===== src/hw/marin_bus_params.svh =====
// Marin bus configuration
// Address map, RAM depth, bus watchdog limit and interrupt line count

`ifndef MARIN_BUS_PARAMS_SVH
`define MARIN_BUS_PARAMS_SVH

// RAM window, 1 KB at 0x3000_0000
`define MARIN_RAM_BASE   32'h3000_0000
`define MARIN_RAM_MASK   32'hFFFF_FC00

// PIC window, two 16-bit registers at 0xF000_0008
`define MARIN_PIC_BASE   32'hF000_0008
`define MARIN_PIC_MASK   32'hFFFF_FFFC

`define MARIN_RAM_WORDS  512
`define MARIN_WDT_CYCLES 16
`define MARIN_IRQ_LINES  5

`endif


===== src/hw/marin_bus_pkg.sv =====
// Marin bus types
// Wishbone field widths and the decoded slave target

`default_nettype none

package marin_bus_pkg;

  typedef logic [31:0] wb_adr_t;
  typedef logic [15:0] wb_dat_t;
  typedef logic [1:0]  wb_sel_t;

  // Target of the current bus cycle
  typedef enum logic [1:0] {
    SLV_RAM,
    SLV_PIC,
    SLV_NONE
  } slv_e;

endpackage

`default_nettype wire


===== src/hw/wb_if.sv =====
// Wishbone bus bundle for the 16-bit system bus
// Master drives the request, slave returns read data and ack

`timescale 1ns/1ps
`default_nettype none

interface wb_if;
  import marin_bus_pkg::*;

  wb_adr_t adr;
  wb_dat_t dat_w;
  wb_dat_t dat_r;
  wb_sel_t sel;
  logic    we;
  logic    cyc;
  logic    stb;
  logic    ack;

  modport master (
    output adr, dat_w, sel, we, cyc, stb,
    input  dat_r, ack
  );

  modport slave (
    input  adr, dat_w, sel, we, cyc, stb,
    output dat_r, ack
  );

endinterface

`default_nettype wire


===== src/hw/wb_arbiter.sv =====
// Two-master Wishbone arbiter
// Round-robin grant held for as long as the owner keeps cyc high

`timescale 1ns/1ps
`default_nettype none

module wb_arbiter (
  input  logic clk_i,
  input  logic rst_n_i,
  wb_if.slave  m0_i,
  wb_if.slave  m1_i,
  wb_if.master bus_o
);

  logic [1:0] gnt_q;
  logic       last_q;
  logic       owner_cyc;

  assign owner_cyc = (gnt_q[0] && m0_i.cyc) || (gnt_q[1] && m1_i.cyc);

  always_ff @(posedge clk_i or negedge rst_n_i) begin
    if (!rst_n_i) begin
      gnt_q  <= 2'b00;
      last_q <= 1'b1;
    end else if (!owner_cyc) begin
      // Bus free, the master that did not own it last wins a tie
      if (m0_i.cyc && m1_i.cyc) begin
        gnt_q  <= last_q ? 2'b01 : 2'b10;
        last_q <= !last_q;
      end else if (m0_i.cyc) begin
        gnt_q  <= 2'b01;
        last_q <= 1'b0;
      end else if (m1_i.cyc) begin
        gnt_q  <= 2'b10;
        last_q <= 1'b1;
      end else begin
        gnt_q  <= 2'b00;
      end
    end
  end

  // Owner request onto the shared bus
  assign bus_o.adr   = gnt_q[1] ? m1_i.adr   : m0_i.adr;
  assign bus_o.dat_w = gnt_q[1] ? m1_i.dat_w : m0_i.dat_w;
  assign bus_o.sel   = gnt_q[1] ? m1_i.sel   : m0_i.sel;
  assign bus_o.we    = gnt_q[1] ? m1_i.we    : m0_i.we;
  assign bus_o.cyc   = owner_cyc;
  assign bus_o.stb   = (gnt_q[0] && m0_i.stb) || (gnt_q[1] && m1_i.stb);

  // Only the owner sees the response
  assign m0_i.ack   = gnt_q[0] && bus_o.ack;
  assign m1_i.ack   = gnt_q[1] && bus_o.ack;
  assign m0_i.dat_r = gnt_q[0] ? bus_o.dat_r : '0;
  assign m1_i.dat_r = gnt_q[1] ? bus_o.dat_r : '0;

endmodule

`default_nettype wire


===== src/flat_wrapper.sv =====
// flat-port wrapper written by rule: the top's interface ports become plain ports
module wb_arbiter_flat 
  (clk_i, rst_n_i, m0_i_adr, m0_i_dat_w, m0_i_sel, m0_i_we, m0_i_cyc, m0_i_stb, m0_i_dat_r, m0_i_ack, m1_i_adr, m1_i_dat_w, m1_i_sel, m1_i_we, m1_i_cyc, m1_i_stb, m1_i_dat_r, m1_i_ack, bus_o_adr, bus_o_dat_w, bus_o_sel, bus_o_we, bus_o_cyc, bus_o_stb, bus_o_dat_r, bus_o_ack);
  wb_if m0_i_i ();
  wb_if m1_i_i ();
  wb_if bus_o_i ();
  input  logic clk_i;
  input  logic rst_n_i;
  input wire logic [$bits(m0_i_i.adr)-1:0] m0_i_adr;
  input wire logic [$bits(m0_i_i.dat_w)-1:0] m0_i_dat_w;
  input wire logic [$bits(m0_i_i.sel)-1:0] m0_i_sel;
  input wire logic [$bits(m0_i_i.we)-1:0] m0_i_we;
  input wire logic [$bits(m0_i_i.cyc)-1:0] m0_i_cyc;
  input wire logic [$bits(m0_i_i.stb)-1:0] m0_i_stb;
  output wire logic [$bits(m0_i_i.dat_r)-1:0] m0_i_dat_r;
  output wire logic [$bits(m0_i_i.ack)-1:0] m0_i_ack;
  input wire logic [$bits(m1_i_i.adr)-1:0] m1_i_adr;
  input wire logic [$bits(m1_i_i.dat_w)-1:0] m1_i_dat_w;
  input wire logic [$bits(m1_i_i.sel)-1:0] m1_i_sel;
  input wire logic [$bits(m1_i_i.we)-1:0] m1_i_we;
  input wire logic [$bits(m1_i_i.cyc)-1:0] m1_i_cyc;
  input wire logic [$bits(m1_i_i.stb)-1:0] m1_i_stb;
  output wire logic [$bits(m1_i_i.dat_r)-1:0] m1_i_dat_r;
  output wire logic [$bits(m1_i_i.ack)-1:0] m1_i_ack;
  output wire logic [$bits(bus_o_i.adr)-1:0] bus_o_adr;
  output wire logic [$bits(bus_o_i.dat_w)-1:0] bus_o_dat_w;
  output wire logic [$bits(bus_o_i.sel)-1:0] bus_o_sel;
  output wire logic [$bits(bus_o_i.we)-1:0] bus_o_we;
  output wire logic [$bits(bus_o_i.cyc)-1:0] bus_o_cyc;
  output wire logic [$bits(bus_o_i.stb)-1:0] bus_o_stb;
  input wire logic [$bits(bus_o_i.dat_r)-1:0] bus_o_dat_r;
  input wire logic [$bits(bus_o_i.ack)-1:0] bus_o_ack;
  assign m0_i_i.adr = m0_i_adr;
  assign m0_i_i.dat_w = m0_i_dat_w;
  assign m0_i_i.sel = m0_i_sel;
  assign m0_i_i.we = m0_i_we;
  assign m0_i_i.cyc = m0_i_cyc;
  assign m0_i_i.stb = m0_i_stb;
  assign m0_i_dat_r = m0_i_i.dat_r;
  assign m0_i_ack = m0_i_i.ack;
  assign m1_i_i.adr = m1_i_adr;
  assign m1_i_i.dat_w = m1_i_dat_w;
  assign m1_i_i.sel = m1_i_sel;
  assign m1_i_i.we = m1_i_we;
  assign m1_i_i.cyc = m1_i_cyc;
  assign m1_i_i.stb = m1_i_stb;
  assign m1_i_dat_r = m1_i_i.dat_r;
  assign m1_i_ack = m1_i_i.ack;
  assign bus_o_adr = bus_o_i.adr;
  assign bus_o_dat_w = bus_o_i.dat_w;
  assign bus_o_sel = bus_o_i.sel;
  assign bus_o_we = bus_o_i.we;
  assign bus_o_cyc = bus_o_i.cyc;
  assign bus_o_stb = bus_o_i.stb;
  assign bus_o_i.dat_r = bus_o_dat_r;
  assign bus_o_i.ack = bus_o_ack;
  wb_arbiter u_core (.clk_i(clk_i), .rst_n_i(rst_n_i), .m0_i(m0_i_i), .m1_i(m1_i_i), .bus_o(bus_o_i));
endmodule

===== config.mk =====
export PLATFORM = sky130hd
export DESIGN_NAME = wb_arbiter_flat
export DESIGN_NICKNAME = d
export VERILOG_FILES = /design/src/hw/marin_bus_params.svh /design/src/hw/marin_bus_pkg.sv /design/src/hw/wb_if.sv /design/src/hw/wb_arbiter.sv /design/src/flat_wrapper.sv
export SDC_FILE = /design/constraint.sdc
export NUM_CORES = 1
export LEC_CHECK = 0
export BUFFER_PORTS_ARGS = -buffer_cell sky130_fd_sc_hd__buf_2
export CAP_MARGIN = 5
export CORE_AREA = 3 3 81 83
export DETAILED_ROUTE_END_ITERATION = 12
export DIE_AREA = 0 0 84 86
export HOLD_SLACK_MARGIN = 0.05
export RECOVER_POWER = 100
export SYNTH_ARGS = -nofsm -noshare
export SYNTH_HDL_FRONTEND = slang
export SYNTH_SLANG_ARGS = --single-unit

===== constraint.sdc =====
create_clock -name clk_i -period 1.5 [get_ports clk_i]
set_input_delay 0.225 -clock clk_i [delete_from_list [all_inputs] [get_ports clk_i]]
set_output_delay 0.225 -clock clk_i [all_outputs]
set_load 0.03 [all_outputs]

* Yosys cells after proc, flatten, opt, wreduce, memory -nomap -nowiden *
Cells that the tools add are included.
Widths: inputs -> output; s select.

storage, ports and cells
  register bits after elaboration = 3
  latch bits = 0
  memory bits (writable) = 0
  ROM bits = 0
  output and inout bits = 87
  logic and storage cells = 28
  memories = 0

operators by class
  $add $sub $neg = 0
  multiply operators = 0
  divide/modulo/power cells = 0
  order comparisons = 0
  equal/unequal tests = 0
  shift operators = 0
  muxes and demuxes = 13
  bitwise operators = 1
  reductions and logical operators = 12

operators by type and width
  cell               count
  $mux 16            3
  $mux 32            1
  $mux 2             5
  $logic_and 1x1->1  7
  $mux 1             4
  $reduce_bool 3->1  1
  $logic_or 1x1->1   2
  $reduce_and 2->1   1
  $logic_not 1->1    1
  $not 1->1          1

* Depth between registers and ports, before layout *
Gate-level depths: netlist of run 1.

  depth after elaboration = 4
  gate-level depth with buffers = 4

* Worst setup path after synthesis of run 1 *
OpenSTA, ideal clock, no wires.

  path type = register to output
  from = reg u_core.gnt_q[1]
  to = out bus_o_cyc
  data arrival time = 1.187 ns
  required time = 1.275 ns
  setup slack = 0.088 ns
  cell stages (with the launch flop) = 4
  path buffers = 1
  cells stage by stage = dfrtp_1 buf_6 inv_2 o21ai_0

between the ends
  cells in the longest elaborated chain, start to end = 2

ends and longest elaborated chain
  element                 RTL line            RTL
  start, declared         wb_arbiter.sv:15    logic [1:0] gnt_q;
  start signal, assigned  wb_arbiter.sv:28    gnt_q <= last_q ? 2'b01 : 2'b10;
  $logic_and 1x1->1       wb_arbiter.sv:19    assign owner_cyc = (gnt_q[0] && m0_i.cyc) || (gnt_q[1] && m1_i.cyc);
  $logic_or 1x1->1        wb_arbiter.sv:19
  end, declared           flat_wrapper.sv:29  output wire logic [$bits(bus_o_i.cyc)-1:0] bus_o_cyc;

No other way between the ends.

* Worst setup path in the final report of run 1 *
  from = reg u_core.gnt_q[1]
  to = out bus_o_adr[24]

between the ends
  cells in the longest elaborated chain, start to end = 1

ends and longest elaborated chain
  element        RTL line            RTL
  $mux 32        wb_arbiter.sv:43    assign bus_o.adr = gnt_q[1] ? m1_i.adr : m0_i.adr;
  end, declared  flat_wrapper.sv:25  output wire logic [$bits(bus_o_i.adr)-1:0] bus_o_adr;

No other way between the ends.

==> results of run 1 <==
## cell usage in the layout (no fill, tap or decap)
cell / count
o211ai_1: 1
a31oi_1: 1
clkbuf_1: 11
mux2_4: 7
o21ai_2: 1
buf_12: 2
a211o_1: 1
clkbuf_8: 3
buf_4: 46
a21oi_1: 1
nand2_1: 2
dfrtp_2: 1
dlygate4sd3_1: 1
clkbuf_2: 25
and2_1: 35
buf_6: 8
dfrtp_1: 1
inv_1: 2
mux2_2: 44
a21o_1: 1
a22o_1: 1
dfstp_2: 1
a21boi_0: 1
buf_2: 124
## worst max-delay path: stages, from the launching register on
cell and delay, ns:
dfrtp_2 0.39, buf_12 0.21, mux2_2 0.36, buf_4 0.17
## through the flow
step           worst slack [ns]  setup TNS [ns]
2_1_floorplan            0.0878               0
3_3_place_gp              0.146               0
3_5_place_dp              0.124               0
4_1_cts                 -0.0951           -4.08
5_1_grt                  -0.136           -5.81
6_report                -0.0926           -3.48
## state kept, by name, indices dropped and copies added (netlist names)
signal	cells
u_core.last_q	1
u_core.gnt_q	2
## where the power goes
group          internal (W)  switching (W)
clock network      0.000181      0.0000512
logic              0.000686       0.000887
registers          0.000101      0.0000151
total              0.000967       0.000953
## cell usage after synthesis, drive strengths merged
cell type,count,area [sq um]
and2,35,219
dfrtp,2,50.1
dfstp,1,26.3
a31oi,1,6.26
a22o,1,8.76
mux2,51,574
a211o,1,8.76
nand2,2,7.51
o211ai,1,7.51
buf,7,68.8
a21o,1,7.51
o21ai,1,5.00
clkbuf,3,11.3
a21boi,1,7.51
a21oi,1,5.00
inv,2,7.50
## cells by family (layout without fill, tap and decap cells)
logic type / Yosys count / in the layout / synth area share [%]
AO/OA/AOI/OAI: 8 / 8 / 5.52
buffers and inverters: 12 / 222 / 8.58
multiplexers: 51 / 51 / 56.2
AND/OR/NAND/NOR: 37 / 37 / 22.2
flip-flops: 3 / 3 / 7.48
## cell type report
type | instances | share of cell area (%)
Clock buffer | 4 | 1.89
Inverter | 2 | 0.315
Multi-Input combinational cell | 96 | 37.3
Sequential cell | 3 | 3.26
Tap cell | 75 | 3.94
Timing Repair Buffer | 216 | 53.3
## how the worst min path moves through the flow
stage / from / to / slack [ns] / cells past startpoint
final: m0_i_cyc / u_core.last_q / 0.22 / 2
after global routing: m0_i_cyc / u_core.last_q / 0.23 / 2
after CTS: m0_i_cyc / u_core.last_q / 0.21 / 2
after detailed placement: rst_n_i / u_core.gnt_q[0] / 0.02 / 1
after global placement: rst_n_i / u_core.gnt_q[0] / 0.03 / 1
after floorplan: rst_n_i / u_core.gnt_q[0] / -0.07 / 0
## layer usage
layer	global-route usage (%)	share of wire, %	vias to the layer above
met5	0	0	-
met4	1.75	0.12	0
met3	2.40	11	2
met2	22.6	54	111
met1	12.3	34	727
li1	-	-	805
## what timing repair did
item / in CTS / in global routing
hold buffers: 1 / 0
gates resized for setup: 60 / 9
hold endpoints to repair: 3 / 0
setup endpoints to repair: 52 / 52
buffers inserted: 0 / 0
==> flow_summary.yaml, run 1 <==
worst_setup_path:
  r2r_slack_ns: 0.23
  crit_path_end: "bus_o_adr[24]"
  arrival_ns: 1.37
  reg2reg_depth: 4
  crit_start: "u_core.gnt_q[1]"
  reg2reg_from: "u_core.gnt_q[1]"
  worstPathRequired_ns: 1.27
  crit_path_end_kind: "output pin"
  crit_path_max_fanout: 35
  setup.worst_path.class: "reg -> out"
  critPathLaunchType: "flip-flop"
  r2r_end: "u_core.last_q"
power:
  power_w: 0.00192
  p_leak_nw: 1.32
  p_per_area_nw_per_um2: 807
  peakVddDrop_uv: 392
run:
  drv_cap: 0
clocking:
  cts.htree.levels: 1
  clk_latency_ns: 0.21
  clk_pin_slew_ns: 0.03
  clockBufferDepth: 2
  tritoncts.num_buffers: 3
  cts-root-buf: "clkbuf_8"
  clock_sinks: 3
  cts_tree: "yes"
final_layout:
  diodes: 0
  final_core_util_pct: 40.2
  fillers: 598
  area_growth_syn_to_layout_pct: 133
  nNetsFinal: 447
  seq_area_sq_um: 77.6
  fin_cells: 396
  multiInputGateArea_sq_um: 887
  final_area_sq_um: 2380
  drive_above_1_share_pct: 81.6
logic_synthesis:
  synth-seq-cells: 3
  synth_fp_nets: 236
  synth_warnings: 0
  synth_area_sq_um: 1020
  synth_seq_area_share_pct: 7.48
  syn_area_per_cell_sq_um: 9.20
  syn_inst: 111
  synth_cell_type_count: 19
global_routing:
  grt_pass1_vias: 1610
  grt_util_all_layers_pct: 11.3
  grt-ovfl-total: 0
  antenna_found_initial: 0
  grt_max_degree: 37
  grt_pass1_wl_um: 7010
outcome:
  violations: "setup timing"
  status: "complete, but fails checks"
drt:
  drtAntennaViolNets: 0
  wirelength_um: 4820
  drt_first_pass_iters: 4
  drc: 0
  drt_iter0_drc: 13
  wl_per_cell_um: 12.2
  vias: 1645
  vias_per_cell: 4.15
sta:
  finalCritPeriodShare_pct: 106
  clock.fmax_mhz: 628
  relSlewSlack_pct: 74.7
  grt_setup_unrepaired: "yes"
  finalHoldViolCount: 0
  skew_ns: 0.000866
  whs_ns: 0.217
  finalSetupViolations: 51
  slew_viol_final: 0
  period_minus_slack_ns: 1.59
  timing.final.ws_setup_ns: -0.0926
  worst_pin_slew_ns: 0.381
placed_design:
  gp_congestion: 0.783
  dp_hpwl_um: 4080
  placed_area_sq_um: 2150
  placed_cells: 391
  io_buffers: 211
floorplan:
  core_sq_um: 5920
  die_w_um: 84
  row_count: 28
  start_util_pct: 17.2
  io-pin-count: 212
  fp.dieH_um: 86
  fp.dieArea_sq_um: 7220
hold_path:
  worst_hold_path_type: "in -> reg"
(Power assumes the default switching activity.)
==> inputs of run 2 (changes only) <==
Settings changed: REMOVE_ABC_BUFFERS set to 1.
==> run 2 against run 1 <==
Effect of this change: the flow still finishes with violations (setup timing); final cell count up 1.3%; register-to-register slack hardly changed; non-clock buffer count is 5 higher; die area did not move; critical path type unchanged; highest routed layer is now met3.
==> flow_summary.yaml, run 2 (synthesized netlist as in run 1, its figures left out) <==
worst_setup_path:
  worstPathRequired_ns: 1.27
  setup.worst_path.class: "reg -> out"
  reg2reg_depth: 5
  r2r_end: "u_core.gnt_q[0]"
  critPathLaunchType: "flip-flop"
  arrival_ns: 1.39
  reg2reg_from: "u_core.gnt_q[1]"
  crit_path_end_kind: "output pin"
  crit_path_max_fanout: 9
  r2r_slack_ns: 0.23
placed_design:
  placed_area_sq_um: 2130
  dp_hpwl_um: 4230
  placed_cells: 389
  io_buffers: 211
  gp_congestion: 0.743
clocking:
  clockBufferDepth: 2
  clock_sinks: 3
  cts-root-buf: "clkbuf_8"
  tritoncts.num_buffers: 3
  clk_latency_ns: 0.21
  cts_tree: "yes"
  clk_pin_slew_ns: 0.03
  cts.htree.levels: 1
power:
  p_leak_nw: 1.47
  peakVddDrop_uv: 430
  power_w: 0.00215
  p_per_area_nw_per_um2: 807
sta:
  fin_setup_tns_ns: -4.21
  skew_ns: 0.00228
  finalSetupViolations: 51
  grt_setup_unrepaired: "yes"
  relSlewSlack_pct: 78.6
  timing.final.ws_setup_ns: -0.111
  clock.fmax_mhz: 621
  period_minus_slack_ns: 1.61
  finalCritPeriodShare_pct: 107
  finalHoldViolCount: 0
  slew_viol_final: 0
  worst_pin_slew_ns: 0.321
final_layout:
  final_area_sq_um: 2670
  regMostFlops: "u_core.gnt_q"
  reg.largest.list: "u_core.gnt_q (2), u_core.last_q (1)"
  largest_reg_flops: 2
  nNetsFinal: 452
  fin_cells: 401
  final_common_cell: "buf_2"
  layout_common_cells: "buf_2, buf_6, mux2_2, and2_1, mux2_4"
  diodes: 0
  area_growth_syn_to_layout_pct: 162
  drive_above_1_share_pct: 85.0
drt:
  route.met3.wl_um: 645
  routed.top_layer: "met3"
  wl_met1_um: 2040
  drc: 0
  vias_per_cell: 4.18
  wirelength_um: 5610
  drtAntennaViolNets: 0
  vias: 1676
  wl_per_cell_um: 14.0
  drt_first_pass_iters: 4
  drt_iter0_drc: 61
  wl_met2_um: 2920
run:
  drv_cap: 0
global_routing:
  grt_pass1_wl_um: 7420
  grt_util_all_layers_pct: 12.3
  grt_max_degree: 38
  grt-ovfl-total: 0
  antenna_found_initial: 0
  grt_pass1_vias: 1572
hold_path:
  holdPathStages: 2
  holdCritStartpoint: "m0_i_cyc"
  hold_path_end: "u_core.last_q"
  worst_hold_path_type: "in -> reg"
floorplan:
  die_w_um: 84
  fp.dieH_um: 86
  io-pin-count: 212
  row_count: 28
  start_util_pct: 17.2
  core_sq_um: 5920
  fp.dieArea_sq_um: 7220
outcome:
  violations: "setup timing"
  status: "complete, but fails checks"
## run 2: changes by cell type in the layout (fill, tap and decap cells not counted), sizes merged
cell | previous run | this run
buf | 180 | 215
clkbuf | 39 | 9
## run 2: area by class of cell
type	instances	area (sq um)
clock buffer	4	45.0
fill	557	3250
inverter	2	7.51
multi-input combinational	96	887
sequential	3	78.8
tap	75	93.8
timing repair buffer	221	1560
## run 2: how the worst max path moves through the flow
stage | from | endpoint | slack, ns
6_report | u_core.gnt_q[1] | bus_o_adr[4] | -0.11
5_1_grt | u_core.gnt_q[1] | bus_o_dat_w[13] | -0.14
3_3_place_gp | u_core.gnt_q[1] | bus_o_adr[25] | 0.13
2_1_floorplan | u_core.gnt_q[1] | bus_o_cyc | -1.10
4_1_cts | u_core.gnt_q[1] | bus_o_adr[25] | -0.1
3_5_place_dp | u_core.gnt_q[0] | m0_i_dat_r[3] | 0.11
## run 2: worst max-delay path, cell delays in order (launching register included)
cell and delay, ns:
dfrtp_2 0.41, buf_12 0.15, clkbuf_16 0.16, mux2_4 0.30, buf_6 0.14
## run 2: metal layers
layer  global-route usage [%]  up-vias
met5                        0        -
met3                     3.46        0
li1                         -      816
met1                     13.9      732
met2                     23.3      128
met4                     1.75        0
## run 2: timing repair
action,in CTS,in global routing
gates cloned,0,5
hold endpoints to repair,3,0
buffers inserted,0,2
setup endpoints to repair,70,52
hold buffers,1,0
resized for setup,72,39
## run 2: power by group
part / total (W) / switching, W / internal, W
Sequential: 0.000132 / 0.0000308 / 0.000101
Combinational: 0.00179 / 0.000928 / 0.000862
Clock: 0.000231 / 0.0000500 / 0.000181
## run 2: per-stage QoR
step / util, % / hold slack [ns] / worst slack, ns
2_1_floorplan: - / -0.0706 / -1.10
4_1_cts: 40.4 / 0.199 / -0.0994
6_report: 45.1 / 0.204 / -0.111
3_3_place_gp: 36.0 / 0.0297 / 0.133
5_1_grt: 45.1 / 0.215 / -0.143
3_5_place_dp: 36.0 / 0.0292 / 0.106
==> inputs of run 3 (changes only) <==
Settings changed: BUFFER_PORTS_ARGS -buffer_cell sky130_fd_sc_hd__buf_2 to -buffer_cell sky130_fd_sc_hd__clkbuf_2.
==> run 3 against run 2 <==
Effect of this change: the run still ends with setup timing left; clock power about the same; utilization up 7.1 points; critical path type unchanged; largest power group unchanged; final cell count up 2.0%; final area up 16%; register-to-register slack about the same; fmax down 0.96%; critical path depth unchanged.
==> flow_summary.yaml, run 3 (synthesized netlist as in run 1, its figures left out) <==
placed_design:
  dp_hpwl_um: 4320
  io_buffers: 211
  placed_cells: 389
  gp_congestion: 0.708
  post-place-ws_ns: 0.101
global_routing:
  grt_util_all_layers_pct: 14.1
  grt_pass1_wl_um: 8360
  grt_max_degree: 37
  grt-ovfl-total: 0
  grt_pass1_vias: 1751
  grt_use_met3_pct: 5.19
  grt_use_met2_pct: 27.5
  grt_util_met1_pct: 14.6
  busiest_layer: "met2"
  antenna_found_initial: 0
sta:
  finalCritPeriodShare_pct: 108
  clock.fmax_mhz: 615
  finalSetupViolations: 57
  relSlewSlack_pct: 80.4
  fin_setup_tns_ns: -5.75
  finalHoldViolCount: 0
  grt_setup_unrepaired: "yes"
  whs_ns: 0.226
  timing.final.ws_setup_ns: -0.127
  skew_ns: 0.00279
  period_minus_slack_ns: 1.63
  worst_pin_slew_ns: 0.295
  slew_viol_final: 0
worst_setup_path:
  critPathLaunchType: "flip-flop"
  worstPathRequired_ns: 1.27
  crit_path_max_fanout: 6
  setup.worst_path.class: "reg -> out"
  crit_path_end_kind: "output pin"
  arrival_ns: 1.40
final_layout:
  diodes: 0
  largest_reg_flops: 2
  seq_area_sq_um: 78.8
  multiInputGateArea_sq_um: 1000
  layout_common_cells: "clkbuf_2, buf_8, mux2_4, and2_1, clkbuf_8"
  regMostFlops: "u_core.gnt_q"
  final_common_cell: "clkbuf_2"
  reg.largest.list: "u_core.gnt_q (2), u_core.last_q (1)"
  nNetsFinal: 460
  drive_above_1_share_pct: 85.3
  fin_cells: 409
  fillers: 552
  area_growth_syn_to_layout_pct: 203
drt:
  wl_per_cell_um: 16.5
  wirelength_um: 6770
  drt_first_pass_iters: 4
  drt_iter0_drc: 27
  drc: 0
  vias: 1759
  vias_per_cell: 4.30
  drtAntennaViolNets: 0
outcome:
  status: "complete, but fails checks"
  violations: "setup timing"
power:
  power_frac_clock_pct: 9.3
  power_w: 0.00250
  combPwrFrac_pct: 85.5
  peakVddDrop_uv: 421
  seqPwrFrac_pct: 5.2
  p_sw_share_pct: 44.5
  p_per_area_nw_per_um2: 810
  p_int_w: 0.00139
  p_leak_nw: 1.75
  p_switching_w: 0.00111
clocking:
  cts_tree: "yes"
  cts.htree.levels: 1
  clk_pin_slew_ns: 0.03
  clk_latency_ns: 0.22
  clock_sinks: 3
  tritoncts.num_buffers: 3
  clockBufferDepth: 2
  cts-root-buf: "clkbuf_8"
floorplan:
  fp.dieH_um: 86
  core_sq_um: 5920
  fp.dieArea_sq_um: 7220
  row_count: 28
  io-pin-count: 212
  start_util_pct: 17.2
  die_w_um: 84
run:
  drv_cap: 0
hold_path:
  worst_hold_path_type: "in -> reg"
[run 3: cell count changes in the layout (fill, tap and decap cells not counted)]
cell       before  now
buf_12          3    2
buf_2         158    6
buf_4           5    3
buf_6          48    8
buf_8           1   39
clkbuf_16       4    6
clkbuf_2        0  150
clkbuf_8        3   16
mux2_2         44   13
mux2_4          7   38
[run 3: worst paths after layout]
path	start	cells after the start	end	slack (ns)
worst min-delay path	m0_i_cyc	2	u_core.last_q	0.23
max in group asynchronous	rst_n_i	2	u_core.last_q	0.90
worst max register to register	u_core.gnt_q[1]	5	u_core.last_q	0.22
worst min register to register	u_core.last_q	2	u_core.last_q	0.52
worst max-delay path	u_core.gnt_q[1]	4	bus_o_adr[2]	-0.13
min in group asynchronous	rst_n_i	2	u_core.gnt_q[0]	0.36
[run 3: power groups by stage]
stage	clock network, W	logic, W	registers [W]
final	0.000233	0.00214	0.000131
after global routing	0.000249	0.00224	0.000137
after CTS	0.000238	0.00175	0.000133
after detailed placement	0	0.00141	0.000134
after global placement	0	0.00141	0.000131
after floorplan	0	0.000891	0.000176
[run 3: stage by stage]
stage               instance area (sq um)  util [%]
CTS                                  2700      45.6
finish                               3090      52.2
global route                         3090      52.2
floorplan                             941         -
global placement                     2130      36.0
detailed placement                   2130      36.0
[run 3: routing by layer]
| layer | up-vias | wire [um] |
|---|---|---|
| met3 | 6 | 709 |
| met4 | 0 | 70 |
| met5 | - | 0 |
| met1 | 786 | 2380 |
| met2 | 135 | 3600 |
| li1 | 832 | - |
[run 3: repair_timing]
item,4_1_cts,5_1_grt
cloned,0,11
buffers inserted,0,4
setup endpoints to repair,70,54
endpoints found under the hold margin,3,0
resized for setup,121,79
hold buffers,1,0
[run 3: cell type report]
cell class	count	share of cell area (%)
repair buffers	229	60.2
flip-flops and latches	3	2.55
well taps	75	3.04
multi-input cells	96	32.5
clock buffers	4	1.46
inverters	2	0.243
[run 3: critical path, cell delays in order, from the launching register on]
cell	delay (ns)
dfrtp_2	0.42
buf_8	0.16
clkbuf_16	0.16
mux2_4	0.31
buf_8	0.14
